## src/mdc_defines.svh

```systemverilog
`ifndef MDC_DEFINES_SVH
`define MDC_DEFINES_SVH

//##########################################################################
// Codeword and decoded widths
//##########################################################################
`define MDC_CODE_W       15     // Protected element codeword
`define MDC_ELEM_W       11     // Signed matrix element
`define MDC_MODE_CODE_W  9      // Protected mode codeword
`define MDC_MODE_W       5      // Decoded mode field

//##########################################################################
// Matrix geometry
//##########################################################################
`define MDC_N_ELEM       16     // Elements per matrix, row-major
`define MDC_DIM          4      // Matrix side

// Decoded mode codes, anything else falls back to 2x2
`define MDC_MODE_2X2     5'b00100
`define MDC_MODE_3X3     5'b00110

//##########################################################################
// Result slots
//##########################################################################
`define MDC_DET2_W       23     // One 2x2 determinant
`define MDC_DET3_W       51     // One 3x3 determinant, sign-extended
`define MDC_OUT_W        207    // Whole output word
`define MDC_N_DET2       9      // Contiguous 2x2 submatrices
`define MDC_N_DET3       4      // Contiguous 3x3 submatrices
`define MDC_D3_PAD       3      // Zero bits above the 3x3 slots
`define MDC_DET_IDX_W    4      // Slot index

// Engine steps per determinant
`define MDC_STEPS2       2
`define MDC_STEPS3       9

`endif

```

## src/mdc_pkg.sv

```systemverilog
`default_nettype none

`include "mdc_defines.svh"

package mdc_pkg;

    //##########################################################################
    // Scalar types
    //##########################################################################

    // One decoded matrix element
    typedef logic signed [`MDC_ELEM_W-1:0] elem_t;

    // Determinant of a 2x2 submatrix, also used for the 3x3 minors
    typedef logic signed [`MDC_DET2_W-1:0] det2_t;

    // Determinant of a 3x3 submatrix, wide enough for the output slot
    typedef logic signed [`MDC_DET3_W-1:0] det3_t;

    // Active mode after decoding
    typedef enum logic {
        MODE_2X2,
        MODE_3X3
    } mode_t;

    //##########################################################################
    // Output word
    //##########################################################################

    // Slot 0 sits at the MSB end and belongs to the top-left submatrix
    typedef union packed {
        det2_t [0:`MDC_N_DET2-1] d2;                // Nine 2x2 results
        struct packed {
            logic  [`MDC_D3_PAD-1:0]  pad;          // Always zero
            det3_t [0:`MDC_N_DET3-1] slot;          // Four 3x3 results
        } d3;
    } out_word_u;

endpackage

`default_nettype wire

```

## src/hamming_decoder.sv

```systemverilog
`timescale 1ns/1ps
`default_nettype none

module hamming_decoder #(
    parameter  int DATA_W = 11,
    // Parity bit count, smallest p with 2**p >= DATA_W + p + 1
    localparam int PAR_W  = $clog2(DATA_W + $clog2(DATA_W + 1) + 1),
    localparam int CODE_W = DATA_W + PAR_W
) (
    input  logic [CODE_W-1:0] code,
    output logic [DATA_W-1:0] data
);

    logic [PAR_W-1:0]  syndrome;
    logic [CODE_W-1:0] fixed;

    // Position k counts from 1 at the MSB, so it lives at bit CODE_W-k
    always_comb begin
        syndrome = '0;
        for (int k = 1; k <= CODE_W; k++) begin
            if (code[CODE_W-k]) begin
                syndrome ^= PAR_W'(k);
            end
        end
    end

    // Flip the one position the syndrome points at
    always_comb begin
        for (int k = 1; k <= CODE_W; k++) begin
            fixed[CODE_W-k] = code[CODE_W-k] ^ (syndrome == PAR_W'(k));
        end
    end

    //##########################################################################
    // Data extraction
    //##########################################################################

    // Non power-of-two positions carry data, lowest position is the MSB
    always_comb begin
        int unsigned n;
        n    = 0;
        data = '0;
        for (int k = 1; k <= CODE_W; k++) begin
            if ((k & (k - 1)) != 0) begin
                data[DATA_W-1-n] = fixed[CODE_W-k];
                n++;
            end
        end
    end

endmodule

`default_nettype wire

```

## src/mdc_loader.sv

```systemverilog
`timescale 1ns/1ps
`default_nettype none

`include "mdc_defines.svh"

module mdc_loader
    import mdc_pkg::*;
(
    input  logic                   clk,
    input  logic                   rst_n,
    input  logic                   in_valid,
    input  elem_t                  elem,
    input  logic [`MDC_MODE_W-1:0] mode_raw,
    output elem_t                  matrix [`MDC_N_ELEM],
    output mode_t                  mode,
    output logic                   matrix_full
);

    localparam int CNT_W = $clog2(`MDC_N_ELEM);

    logic [CNT_W-1:0] count;     // Elements taken so far
    mode_t            mode_dec;

    // Unknown codes, the 4x4 code among them, run as 2x2
    always_comb begin
        case (mode_raw)
            `MDC_MODE_2X2: mode_dec = MODE_2X2;
            `MDC_MODE_3X3: mode_dec = MODE_3X3;
            default:       mode_dec = MODE_2X2;
        endcase
    end

    //##########################################################################
    // Element counter and mode latch
    //##########################################################################

    always_ff @(posedge clk or negedge rst_n) begin
        if (!rst_n) begin
            count       <= '0;
            mode        <= MODE_2X2;
            matrix_full <= 1'b0;
        end else begin
            // High right after the edge that stores element 16
            matrix_full <= in_valid && (count == CNT_W'(`MDC_N_ELEM - 1));
            if (in_valid) begin
                count <= count + 1'b1;      // Wraps back to zero after 16
                if (count == '0) begin
                    mode <= mode_dec;       // Mode comes with element 0 only
                end
            end else begin
                count <= '0;
            end
        end
    end

    //##########################################################################
    // Matrix store
    //##########################################################################

    // Row-major, element i lands in matrix[i]
    always_ff @(posedge clk) begin
        if (in_valid) begin
            matrix[count] <= elem;
        end
    end

endmodule

`default_nettype wire

```

## src/mdc_det_engine.sv

```systemverilog
`timescale 1ns/1ps
`default_nettype none

`include "mdc_defines.svh"

module mdc_det_engine
    import mdc_pkg::*;
(
    input  logic                      clk,
    input  logic                      rst_n,
    input  elem_t                     matrix [`MDC_N_ELEM],
    input  mode_t                     mode,
    input  logic                      start,
    output logic                      det_valid,
    output logic [`MDC_DET_IDX_W-1:0] det_index,
    output det3_t                     det_value,
    output logic                      done
);

    // Sequencer state
    logic                      busy;
    logic [3:0]                step;       // Step inside one determinant
    logic [`MDC_DET_IDX_W-1:0] sub;        // Submatrix being computed
    logic [3:0]                base;       // Index of its top-left element
    logic [1:0]                col;        // Column of that corner

    // Per-mode limits
    logic [3:0]                last_step;
    logic [`MDC_DET_IDX_W-1:0] last_sub;
    logic [1:0]                last_col;
    logic [1:0]                sub_size;
    logic                      step_end;

    // Operand selection from the step table
    logic [3:0]                a_off;
    logic [3:0]                b_off;
    logic [3:0]                a_idx;
    logic [3:0]                b_idx;
    logic                      b_minor;
    logic [1:0]                minor_sel;
    logic                      acc_load;
    logic                      acc_neg;

    // Datapath
    elem_t                     op_a;
    det2_t                     op_b;
    logic signed [`MDC_ELEM_W+`MDC_DET2_W-1:0] prod;
    det3_t                     acc;
    det3_t                     acc_next;
    det2_t                     minor [3];  // Top-row minors of a 3x3

    always_comb begin
        if (mode == MODE_3X3) begin
            last_step = 4'(`MDC_STEPS3 - 1);
            last_sub  = `MDC_DET_IDX_W'(`MDC_N_DET3 - 1);
            last_col  = 2'(`MDC_DIM - 3);
            sub_size  = 2'd3;
        end else begin
            last_step = 4'(`MDC_STEPS2 - 1);
            last_sub  = `MDC_DET_IDX_W'(`MDC_N_DET2 - 1);
            last_col  = 2'(`MDC_DIM - 2);
            sub_size  = 2'd2;
        end
    end

    assign step_end = (step == last_step);

    //##########################################################################
    // Step table
    //##########################################################################

    // Offsets are 4*row + col relative to the submatrix corner
    always_comb begin
        a_off     = 4'd0;
        b_off     = 4'd0;
        b_minor   = 1'b0;
        minor_sel = 2'd0;
        acc_load  = 1'b0;
        acc_neg   = 1'b0;
        if (mode == MODE_2X2) begin
            if (!step[0]) begin
                a_off    = 4'd0;                       // a00 * a11
                b_off    = 4'd5;
                acc_load = 1'b1;
            end else begin
                a_off    = 4'd1;                       // minus a01 * a10
                b_off    = 4'd4;
                acc_neg  = 1'b1;
            end
        end else begin
            case (step)
                4'd0: begin a_off = 4'd5; b_off = 4'd10; acc_load = 1'b1; end
                4'd1: begin a_off = 4'd6; b_off = 4'd9;  acc_neg  = 1'b1; end
                4'd2: begin a_off = 4'd4; b_off = 4'd10; acc_load = 1'b1; end
                4'd3: begin a_off = 4'd6; b_off = 4'd8;  acc_neg  = 1'b1; end
                4'd4: begin a_off = 4'd4; b_off = 4'd9;  acc_load = 1'b1; end
                4'd5: begin a_off = 4'd5; b_off = 4'd8;  acc_neg  = 1'b1; end
                // Expansion along the top row
                4'd6: begin
                    a_off     = 4'd0;
                    b_minor   = 1'b1;
                    minor_sel = 2'd0;
                    acc_load  = 1'b1;
                end
                4'd7: begin
                    a_off     = 4'd1;
                    b_minor   = 1'b1;
                    minor_sel = 2'd1;
                    acc_neg   = 1'b1;
                end
                default: begin
                    a_off     = 4'd2;
                    b_minor   = 1'b1;
                    minor_sel = 2'd2;
                end
            endcase
        end
    end

    //##########################################################################
    // Shared multiply-accumulate
    //##########################################################################

    assign a_idx = base + a_off;
    assign b_idx = base + b_off;
    assign op_a  = matrix[a_idx];
    assign op_b  = b_minor ? minor[minor_sel] : det2_t'(matrix[b_idx]);
    assign prod  = op_a * op_b;

    always_comb begin
        if (acc_load) begin
            acc_next = det3_t'(prod);
        end else if (acc_neg) begin
            acc_next = acc - prod;
        end else begin
            acc_next = acc + prod;
        end
    end

    always_ff @(posedge clk) begin
        if (busy) begin
            acc <= acc_next;
            // Odd steps below 6 finish minors 0, 1 and 2
            if (mode == MODE_3X3 && step[0] && step < 4'd6) begin
                minor[step[2:1]] <= acc_next[`MDC_DET2_W-1:0];
            end
            if (step_end) begin
                det_value <= acc_next;
            end
        end
    end

    //##########################################################################
    // Sequencer
    //##########################################################################

    always_ff @(posedge clk or negedge rst_n) begin
        if (!rst_n) begin
            busy      <= 1'b0;
            step      <= 4'd0;
            sub       <= '0;
            base      <= 4'd0;
            col       <= 2'd0;
            det_valid <= 1'b0;
            det_index <= '0;
            done      <= 1'b0;
        end else begin
            det_valid <= 1'b0;
            done      <= det_valid && (det_index == last_sub);  // After the last slot
            if (start) begin
                busy <= 1'b1;
                step <= 4'd0;
                sub  <= '0;
                base <= 4'd0;
                col  <= 2'd0;
            end else if (busy) begin
                if (step_end) begin
                    step      <= 4'd0;
                    det_valid <= 1'b1;
                    det_index <= sub;
                    sub       <= sub + 1'b1;
                    if (sub == last_sub) begin
                        busy <= 1'b0;
                    end
                    // Next corner in row-major order
                    if (col == last_col) begin
                        col  <= 2'd0;
                        base <= base + {2'b00, sub_size};
                    end else begin
                        col  <= col + 1'b1;
                        base <= base + 1'b1;
                    end
                end else begin
                    step <= step + 1'b1;
                end
            end
        end
    end

endmodule

`default_nettype wire

```

## src/mdc_result.sv

```systemverilog
`timescale 1ns/1ps
`default_nettype none

`include "mdc_defines.svh"

module mdc_result
    import mdc_pkg::*;
(
    input  logic                      clk,
    input  logic                      rst_n,
    input  mode_t                     mode,
    input  logic                      det_valid,
    input  logic [`MDC_DET_IDX_W-1:0] det_index,
    input  det3_t                     det_value,
    input  logic                      done,
    output logic                      out_valid,
    output out_word_u                 out_data
);

    out_word_u staging;     // Filled slot by slot while the engine runs

    //##########################################################################
    // Slot staging
    //##########################################################################

    always_ff @(posedge clk) begin
        if (det_valid) begin
            if (mode == MODE_3X3) begin
                staging.d3.slot[det_index[1:0]] <= det_value;
                staging.d3.pad                  <= '0;
            end else begin
                // 2x2 results fit in 23 bits
                staging.d2[det_index] <= det_value[`MDC_DET2_W-1:0];
            end
        end
    end

    //##########################################################################
    // Output register
    //##########################################################################

    // One cycle of valid data, zero the rest of the time
    always_ff @(posedge clk or negedge rst_n) begin
        if (!rst_n) begin
            out_valid <= 1'b0;
            out_data  <= '0;
        end else begin
            out_valid <= done;
            if (done) begin
                out_data <= staging;
            end else begin
                out_data <= '0;
            end
        end
    end

endmodule

`default_nettype wire

```

## src/mdc_top.sv

```systemverilog
`timescale 1ns/1ps
`default_nettype none

`include "mdc_defines.svh"

module mdc_top
    import mdc_pkg::*;
(
    input  logic                        clk,
    input  logic                        rst_n,
    input  logic                        in_valid,
    input  logic [`MDC_CODE_W-1:0]      in_data,
    input  logic [`MDC_MODE_CODE_W-1:0] in_mode,
    output logic                        out_valid,
    output logic [`MDC_OUT_W-1:0]       out_data
);

    elem_t                     elem;                  // Corrected element
    logic [`MDC_MODE_W-1:0]    mode_raw;              // Corrected mode field
    elem_t                     matrix [`MDC_N_ELEM];
    mode_t                     mode;
    logic                      matrix_full;
    logic                      det_valid;
    logic [`MDC_DET_IDX_W-1:0] det_index;
    det3_t                     det_value;
    logic                      done;

    //##########################################################################
    // Input decoders
    //##########################################################################

    hamming_decoder #(.DATA_W(`MDC_ELEM_W)) i_data_dec (
        .code (in_data),
        .data (elem)
    );

    hamming_decoder #(.DATA_W(`MDC_MODE_W)) i_mode_dec (
        .code (in_mode),
        .data (mode_raw)
    );

    //##########################################################################
    // Core
    //##########################################################################

    mdc_loader i_loader (
        .clk         (clk),
        .rst_n       (rst_n),
        .in_valid    (in_valid),
        .elem        (elem),
        .mode_raw    (mode_raw),
        .matrix      (matrix),
        .mode        (mode),
        .matrix_full (matrix_full)
    );

    mdc_det_engine i_engine (
        .clk       (clk),
        .rst_n     (rst_n),
        .matrix    (matrix),
        .mode      (mode),
        .start     (matrix_full),
        .det_valid (det_valid),
        .det_index (det_index),
        .det_value (det_value),
        .done      (done)
    );

    mdc_result i_result (
        .clk       (clk),
        .rst_n     (rst_n),
        .mode      (mode),
        .det_valid (det_valid),
        .det_index (det_index),
        .det_value (det_value),
        .done      (done),
        .out_valid (out_valid),
        .out_data  (out_data)
    );

endmodule

`default_nettype wire

```

## config.mk

```make
export PLATFORM = sky130hd
export DESIGN_NAME = mdc_top
export DESIGN_NICKNAME = d
export VERILOG_FILES = /design/src/mdc_pkg.sv /design/src/hamming_decoder.sv /design/src/mdc_loader.sv /design/src/mdc_det_engine.sv /design/src/mdc_result.sv /design/src/mdc_top.sv
export VERILOG_INCLUDE_DIRS = /design/src
export SDC_FILE = /design/constraint.sdc
export NUM_CORES = 2
export LEC_CHECK = 0
export BUFFER_PORTS_ARGS = -buffer_cell sky130_fd_sc_hd__buf_2
export CAP_MARGIN = 15
export CORE_MARGIN = 2
export CORE_UTILIZATION = 32
export CTS_BUF_LIST = sky130_fd_sc_hd__clkbuf_4 sky130_fd_sc_hd__clkbuf_8
export DETAILED_ROUTE_END_ITERATION = 7
export MAX_ROUTING_LAYER = met4
export SLEW_MARGIN = 20
export SYNTH_ARGS = -nofsm -noshare
export SYNTH_HDL_FRONTEND = slang
export SYNTH_SLANG_ARGS = --single-unit
```

## constraint.sdc

```tcl
create_clock -name clk -period 16.43 [get_ports clk]
set_clock_uncertainty 0.2 [all_clocks]
set_input_delay 2.4645 -clock clk [delete_from_list [all_inputs] [get_ports clk]]
set_output_delay 2.4645 -clock clk [all_outputs]
set_load 0.05 [all_outputs]
```

Yosys cells after proc, flatten, opt, wreduce, memory -nomap -nowiden
Memory sizes are Yosys's and may differ from the RTL's.
Index checks and enable logic that the tools add are counted.
Operators by class
  add/subtract/negate cells: 10
  multipliers: 1
  divide/modulo/power cells: 0
  magnitude comparators: 9
  eq/ne operators: 29
  shift-type cells: 0
  muxes and demuxes: 90
  bitwise logic cells: 44
  reductions and logical operators: 25
Operator list (count)
  207-bit bitwise mux: 1
  207-bit two-way mux: 1
  204-bit bitwise mux: 1
  204-bit two-way mux: 1
  176-bit bitwise mux: 1
  51-bit two-way mux: 3
  51-bit demux with 2-bit select: 1
  4-bit two-way mux: 25
  23-bit demux with 4-bit select: 1
  11-bit binary-select mux with 4-bit select: 2
  11-bit two-way mux: 5
  51-bit by 34-bit adder with 51-bit output: 1
  51-bit by 34-bit subtractor with 51-bit output: 1
  23-bit two-way mux: 2
  11-bit demux with 4-bit select: 1
  4-bit by 3-bit == test with 1-bit output, second input constant: 10
  4-bit == test, second input constant: 9
  11-bit by 23-bit multiplier with 34-bit output: 1
  1-bit two-way mux: 24
  3-bit two-way mux: 8
  5-bit greater-or-equal comparator, second input constant: 4
  2-bit two-way mux: 10
  2-bit NOT: 10
  4-bit NOT with 5-bit output: 4
  other kinds (31): 81
Word-level totals
  bits in registers: 720
  latch bits: 0
  memory bits (writable): 69
  ROM bits: 0
  memories: 1
Memories
  i_engine.minor: words 3, bits a word 23, read ports 1, clocked after memory_dff 0, wr ports 1, RTL line mdc_det_engine.sv:50  | det2_t minor [3];

Longest topological paths before layout
  depth in word-level cells: 29
  depth in mapped cells: 51

By module
Synthesis repeated with hierarchy kept, for this count alone.
Second synthesis, totals
  cells, all modules: 3709
  area, all modules: 45129.5 um^2
Modules (own cells, without submodules)
  mdc_det_engine: times used 1, cells an instance 2301, area each 22898.2 um^2
  mdc_result: times used 1, cells an instance 1107, area each 15833.9 um^2
  mdc_loader: times used 1, cells an instance 223, area each 5686.7 um^2
  hamming_decoder at i_data_dec: times used 1, cells an instance 53, area each 475.5 um^2
  hamming_decoder at i_mode_dec: times used 1, cells an instance 25, area each 235.2 um^2

Worst setup path before layout
OpenSTA, ideal clock, no wires.
  kind: register to register
  from: register i_loader.mode
  to: register i_engine.acc[50] (data pin)
  setup time: 0.271 ns
  data arrival time: 11.633 ns
  required time: 15.959 ns
  setup slack: 4.325 ns
  cell stages (with the launch flop): 43
  path buffers: 7
  clock period less this slack: 12.105 ns
  cells stage by stage: dfrtp_1 > buf_2 > clkbuf_1 > clkbuf_1 > clkbuf_1 > o22ai_1 > ha_1 > fa_1 > clkbuf_1 > clkbuf_1 > mux4_2 > mux2_2 > o211ai_1 > clkbuf_1 > o21a_1 > nor2_1 > fa_1 > fa_1 > (+7 left out) > a211o_1 > o311a_4 > or4_4 > or2_4 > nor4_4 > nor2_1 > xor2_1 > ha_1 > and4_1 > nand2_1 > nand4b_1 > a21oi_1 > nor3b_1 > o41ai_2 > o22ai_1 > a211o_1 > a41oi_1 > o211ai_2
Between the ends
  cells in the longest elaborated chain, start to end: 11
  elaborated cells between the ends (all ways): 23
  classes of those cells: add/sub: 4; mul: 1; mux: 15; bitwise: 2; memory: 1
Ends and longest elaborated chain
  from (decl): RTL line mdc_loader.sv:15  | output mode_t mode,
  from (signal assigned): RTL line mdc_loader.sv:48  | mode <= mode_dec;
  4-bit two-way mux: RTL line mdc_det_engine.sv:80  | if (mode == MODE_2X2) begin
  4-bit adder: RTL line mdc_det_engine.sv:125  | assign b_idx = base + b_off;
  4-bit NOT with 5-bit output (implied by the code): RTL line mdc_det_engine.sv:127  | assign op_b = b_minor ? minor[minor_sel] : det2_t'(matrix[b_idx]);
  11-bit binary-select mux with 4-bit select: RTL line mdc_det_engine.sv:127
  11-bit two-way mux (implied by the code) (2 in a row): RTL line mdc_det_engine.sv:127
  23-bit two-way mux: RTL line mdc_det_engine.sv:127
  11-bit by 23-bit multiplier with 34-bit output: RTL line mdc_det_engine.sv:128  | assign prod = op_a * op_b;
  51-bit by 34-bit adder with 51-bit output or 51-bit by 34-bit subtractor with 51-bit output (tied branches): RTL line mdc_det_engine.sv:136, mdc_det_engine.sv:134
  51-bit two-way mux: RTL line mdc_det_engine.sv:133  | end else if (acc_neg) begin
  51-bit two-way mux (*): RTL line mdc_det_engine.sv:131  | if (acc_load) begin
  named net i_engine.acc_next[50]: RTL line mdc_det_engine.sv:49  | det3_t acc_next;
  to (signal assigned): RTL line mdc_det_engine.sv:142  | acc <= acc_next;
  to (decl): RTL line mdc_det_engine.sv:48  | det3_t acc;
Mark *: on every way through the listed nets, which the timed path passes. The rest lies on a longest branch. The select of a mux whose other input is x is not followed.
A chain may end at the register's enable or synchronous reset.

Worst setup path in the final report
  from: register i_engine.step[0]
  to: register i_engine.det_value[50] (data pin)
Between the ends
  cells in the longest elaborated chain, start to end: 14
  elaborated cells between the ends (all ways): 51
  classes of those cells: add/sub: 4; mul: 1; eq/ne: 7; mux: 25; bitwise: 2; reduce/logical: 11; memory: 1
Ends and longest elaborated chain
  from (decl): RTL line mdc_det_engine.sv:22  | logic [3:0] step;
  from (signal assigned): RTL line mdc_det_engine.sv:194  | step <= step + 1'b1;
  4-bit by 2-bit == test with 1-bit output (tied with other cells): RTL line mdc_det_engine.sv:91  | case (step)
  2-bit OR reduction (no line)
  4-bit case mux with 3 select lines: RTL line mdc_det_engine.sv:91
  4-bit two-way mux: RTL line mdc_det_engine.sv:80
  4-bit adder: RTL line mdc_det_engine.sv:125
  4-bit NOT with 5-bit output (implied by the code): RTL line mdc_det_engine.sv:127
  11-bit binary-select mux with 4-bit select: RTL line mdc_det_engine.sv:127
  11-bit two-way mux (implied by the code) (2 in a row): RTL line mdc_det_engine.sv:127
  23-bit two-way mux: RTL line mdc_det_engine.sv:127
  11-bit by 23-bit multiplier with 34-bit output: RTL line mdc_det_engine.sv:128
  51-bit by 34-bit adder with 51-bit output or 51-bit by 34-bit subtractor with 51-bit output (tied branches): RTL line mdc_det_engine.sv:136, mdc_det_engine.sv:134
  51-bit two-way mux: RTL line mdc_det_engine.sv:133
  51-bit two-way mux (*): RTL line mdc_det_engine.sv:131
  named net i_engine.acc_next[50]: RTL line mdc_det_engine.sv:49
  to (signal assigned): RTL line mdc_det_engine.sv:148  | det_value <= acc_next;
  to (decl): RTL line mdc_det_engine.sv:16  | output det3_t det_value,
Marked as above.

==> results.json <==
{
  "die-height_um": 375,
  "cp.arrival_ns": 13.95,
  "path_class": "reg2reg",
  "dieArea_um2": 141000,
  "yosysWarnings": 0,
  "cts_setup_buffers": 0,
  "port-buffer-count": 234,
  "stdcell_count": 5804,
  "clk_pin_slew_ns": 0.06,
  "start_kind": "flop",
  "worstMarginPinSlew_ns": 1.22,
  "ys_seq_area_share_pct": 51.0,
  "grt_pass1_vias": 30200,
  "die_w_um": 375,
  "min_from": "i_result.staging[110]",
  "vias": 30000,
  "track_usage_pct": 18.4,
  "via_per_inst": 5.17,
  "cts_tree": "built",
  "rsz0062_at_grt": "false",
  "r2r_start": "i_engine.step[0]",
  "yosysMostFrequentCell": "edfxtp_1",
  "antenna_found_initial": 12,
  "ctsHoldBuffers": 0,
  "status": "finished, final reports clean",
  "syn-instance-count": 3651,
  "required_ns": 16.79,
  "synth_edf_count": 554,
  "fin_crit_ns": 13.59,
  "dpl.hpwl_um": 91600,
  "grt.overflow.total": 0,
  "yosys-top-cells-count": "554 x edfxtp_1, 374 x nand2_1, 304 x inv_1",
  "rr_worst_depth": 42,
  "ioPinCount": 235,
  "cts-htree-levels": 4,
  "drc_errors": 0,
  "dp.cells": 5559,
  "placed_cell_area_um2": 47400,
  "synth_top_cell_area_share_pct": 37.7,
  "hold_viol": 0,
  "cts_buffer_depth": 3,
  "maxCapViolCount": 0,
  "grt_pass1_wl_um": 190000,
  "maxSlewViolCount": 0,
  "cp_slowest_cell": "fa_2",
  "core-area_um2": 137000,
  "finish.net_count": 4296,
  "ant_nets": 0,
  "cp_common_cell": "fa_1",
  "routedWlPerCell_um": 21.8,
  "final.period_utilization_pct": 82.7,
  "ctsResizeCount": 0,
  "place.gp.congestion": 0.931,
  "whs_ns": 0.246,
  "drt_iter0_drc": 3112,
  "postLayoutCellArea_um2": 50200,
  "synth_fp_nets": 4047,
  "cts_sinks": 789,
  "first_pass_iters": 5,
  "root_buffer": "clkbuf_8",
  "cp_max_fo": 31,
  "cp-end-kind": "flop",
  "hold-path-cell-count": 1,
  "fp-row-count": 136,
  "max_stage_delay_ns": 0.83,
  "r2r_end": "i_engine.det_value[50]",
  "worstSkewPairLatency_ns": 0.86,
  "finalSetupTns_ns": 0,
  "synth-main-ff-cell": "edfxtp_1",
  "max_freq_mhz": 73.6,
  "yosysUniqueCellTypes": 94,
  "holdCritPathClass": "reg2reg",
  "grt_max_degree": 111,
  "avgSynthCellArea_um2": 12.1,
  "setup_violations": 0,
  "wl_um": 127000,
  "synth_async_sr_flop_share_pct": 29.8,
  "layout-drive-gt1-share_pct": 17.4,
  "r2r_setup_slack_ns": 2.84,
  "hold_end": "i_result.out_data[110]",
  "yosys.area.top_type": "edfxtp_1",
  "synth.cell_area_um2": 44100,
  "synthToLayoutAreaGrowth_pct": 13.8,
  "numCtsBuffers": 133,
  "start_util_pct": 32.2,
  "max_slew_margin_pct": 17.9,
  "synthTopCellsByArea": "edfxtp_1 38%, dfrtp_1 13%, fa_1 10%",
  "synth-seq-cells": 789
}
-- flip-flops by register name, indices dropped and copies added, names as in the netlist --
name                  cells
i_engine.minor           69
i_result.staging        207
i_engine.sub              4
i_engine.busy             1
i_engine.base             4
i_loader.matrix         176
i_loader.mode             1
i_engine.col              2
i_engine.det_index        4
i_engine.done             1
i_loader.matrix_full      1
i_result.out_data       207
i_loader.count            4
i_engine.acc             51
i_engine.det_valid        1
i_result.out_valid        1
i_engine.det_value       51
i_engine.step             4
-- kinds of logic (layout without fill, tap and decap cells) --
logic type      after synthesis  count (layout)  synth area share [%]
compound gates              661             661                  9.46
xor+xnor                    141             141                  2.83
fa+ha+maj                   369             369                  14.4
buf+inv                     477             830                  4.12
flops                       789             789                  51.0
mux                         151             151                  6.21
other cells                   0               6                     0
simple gates               1063            1063                  12.0
-- stage by stage --
step / setup slack, ns / utilization (%)
4_1_cts: 2.93 / 36.6
2_1_floorplan: 4.33 / -
3_5_place_dp: 2.97 / 34.5
5_1_grt: 2.12 / 36.6
3_3_place_gp: 3.13 / 34.5
6_report: 2.84 / 36.6
-- final cells by class --
| type | instances | area (um^2) |
|---|---|---|
| fillers | 13400 | 86900 |
| diodes | 6 | 15.0 |
| multi-input cells | 2385 | 20000 |
| repair buffers | 285 | 1560 |
| clock buffers | 200 | 2380 |
| clock inverters | 39 | 389 |
| inverters | 306 | 1150 |
| flip-flops and latches | 789 | 22500 |
| well taps | 1794 | 2240 |
-- routing by layer --
layer / share of wire, % / up-vias / track usage, %
met1: 41 / 14900 / 23.2
met2: 46 / 1434 / 28.3
met5: 0 / - / -
met4: 4.6 / 0 / 8.36
li1: - / 13300 / -
met3: 8.9 / 332 / 4.31
-- worst max path at each step --
| stage | slack (ns) | end | start |
|---|---|---|---|
| finish | 2.84 | i_engine.det_value[50] | i_engine.step[0] |
| global route | 2.12 | i_engine.acc[44] | i_engine.step[0] |
| CTS | 2.93 | i_engine.det_value[50] | i_engine.step[0] |
| detailed placement | 2.97 | i_engine.acc[50] | i_engine.step[0] |
| global placement | 3.13 | i_engine.acc[50] | i_engine.step[0] |
| floorplan | 4.33 | i_engine.acc[50] | i_loader.mode |
-- layout by cell type (no fill, tap or decap), types with 115 or more instances in the layout --
| master | Yosys | final |
|---|---|---|
| a21oi_1 | 193 | 188 |
| and2_1 | 291 | 291 |
| buf_2 | 11 | 233 |
| clkbuf_8 | 0 | 141 |
| dfrtp_1 | 235 | 232 |
| edfxtp_1 | 554 | 554 |
| fa_1 | 230 | 228 |
| ha_1 | 139 | 137 |
| inv_1 | 304 | 304 |
| nand2_1 | 374 | 374 |
| nor2_1 | 182 | 180 |
| o21ai_0 | 121 | 115 |
| o22ai_1 | 123 | 123 |
-- critical path: cells and delay by family (launching register included) --
kind | cells | cell delay [ns]
adder cells (fa/ha/maj) | 10 | 4.47
AO/OA/AOI/OAI | 10 | 2.76
XOR/XNOR | 2 | 0.34
AND/OR/NAND/NOR | 12 | 2.76
flip-flops | 1 | 0.58
buffers and inverters | 5 | 1.18
multiplexers | 3 | 1.01
Power is not shown: default switching activity piles up to over one toggle a cycle in this logic, so the estimate is an artifact.
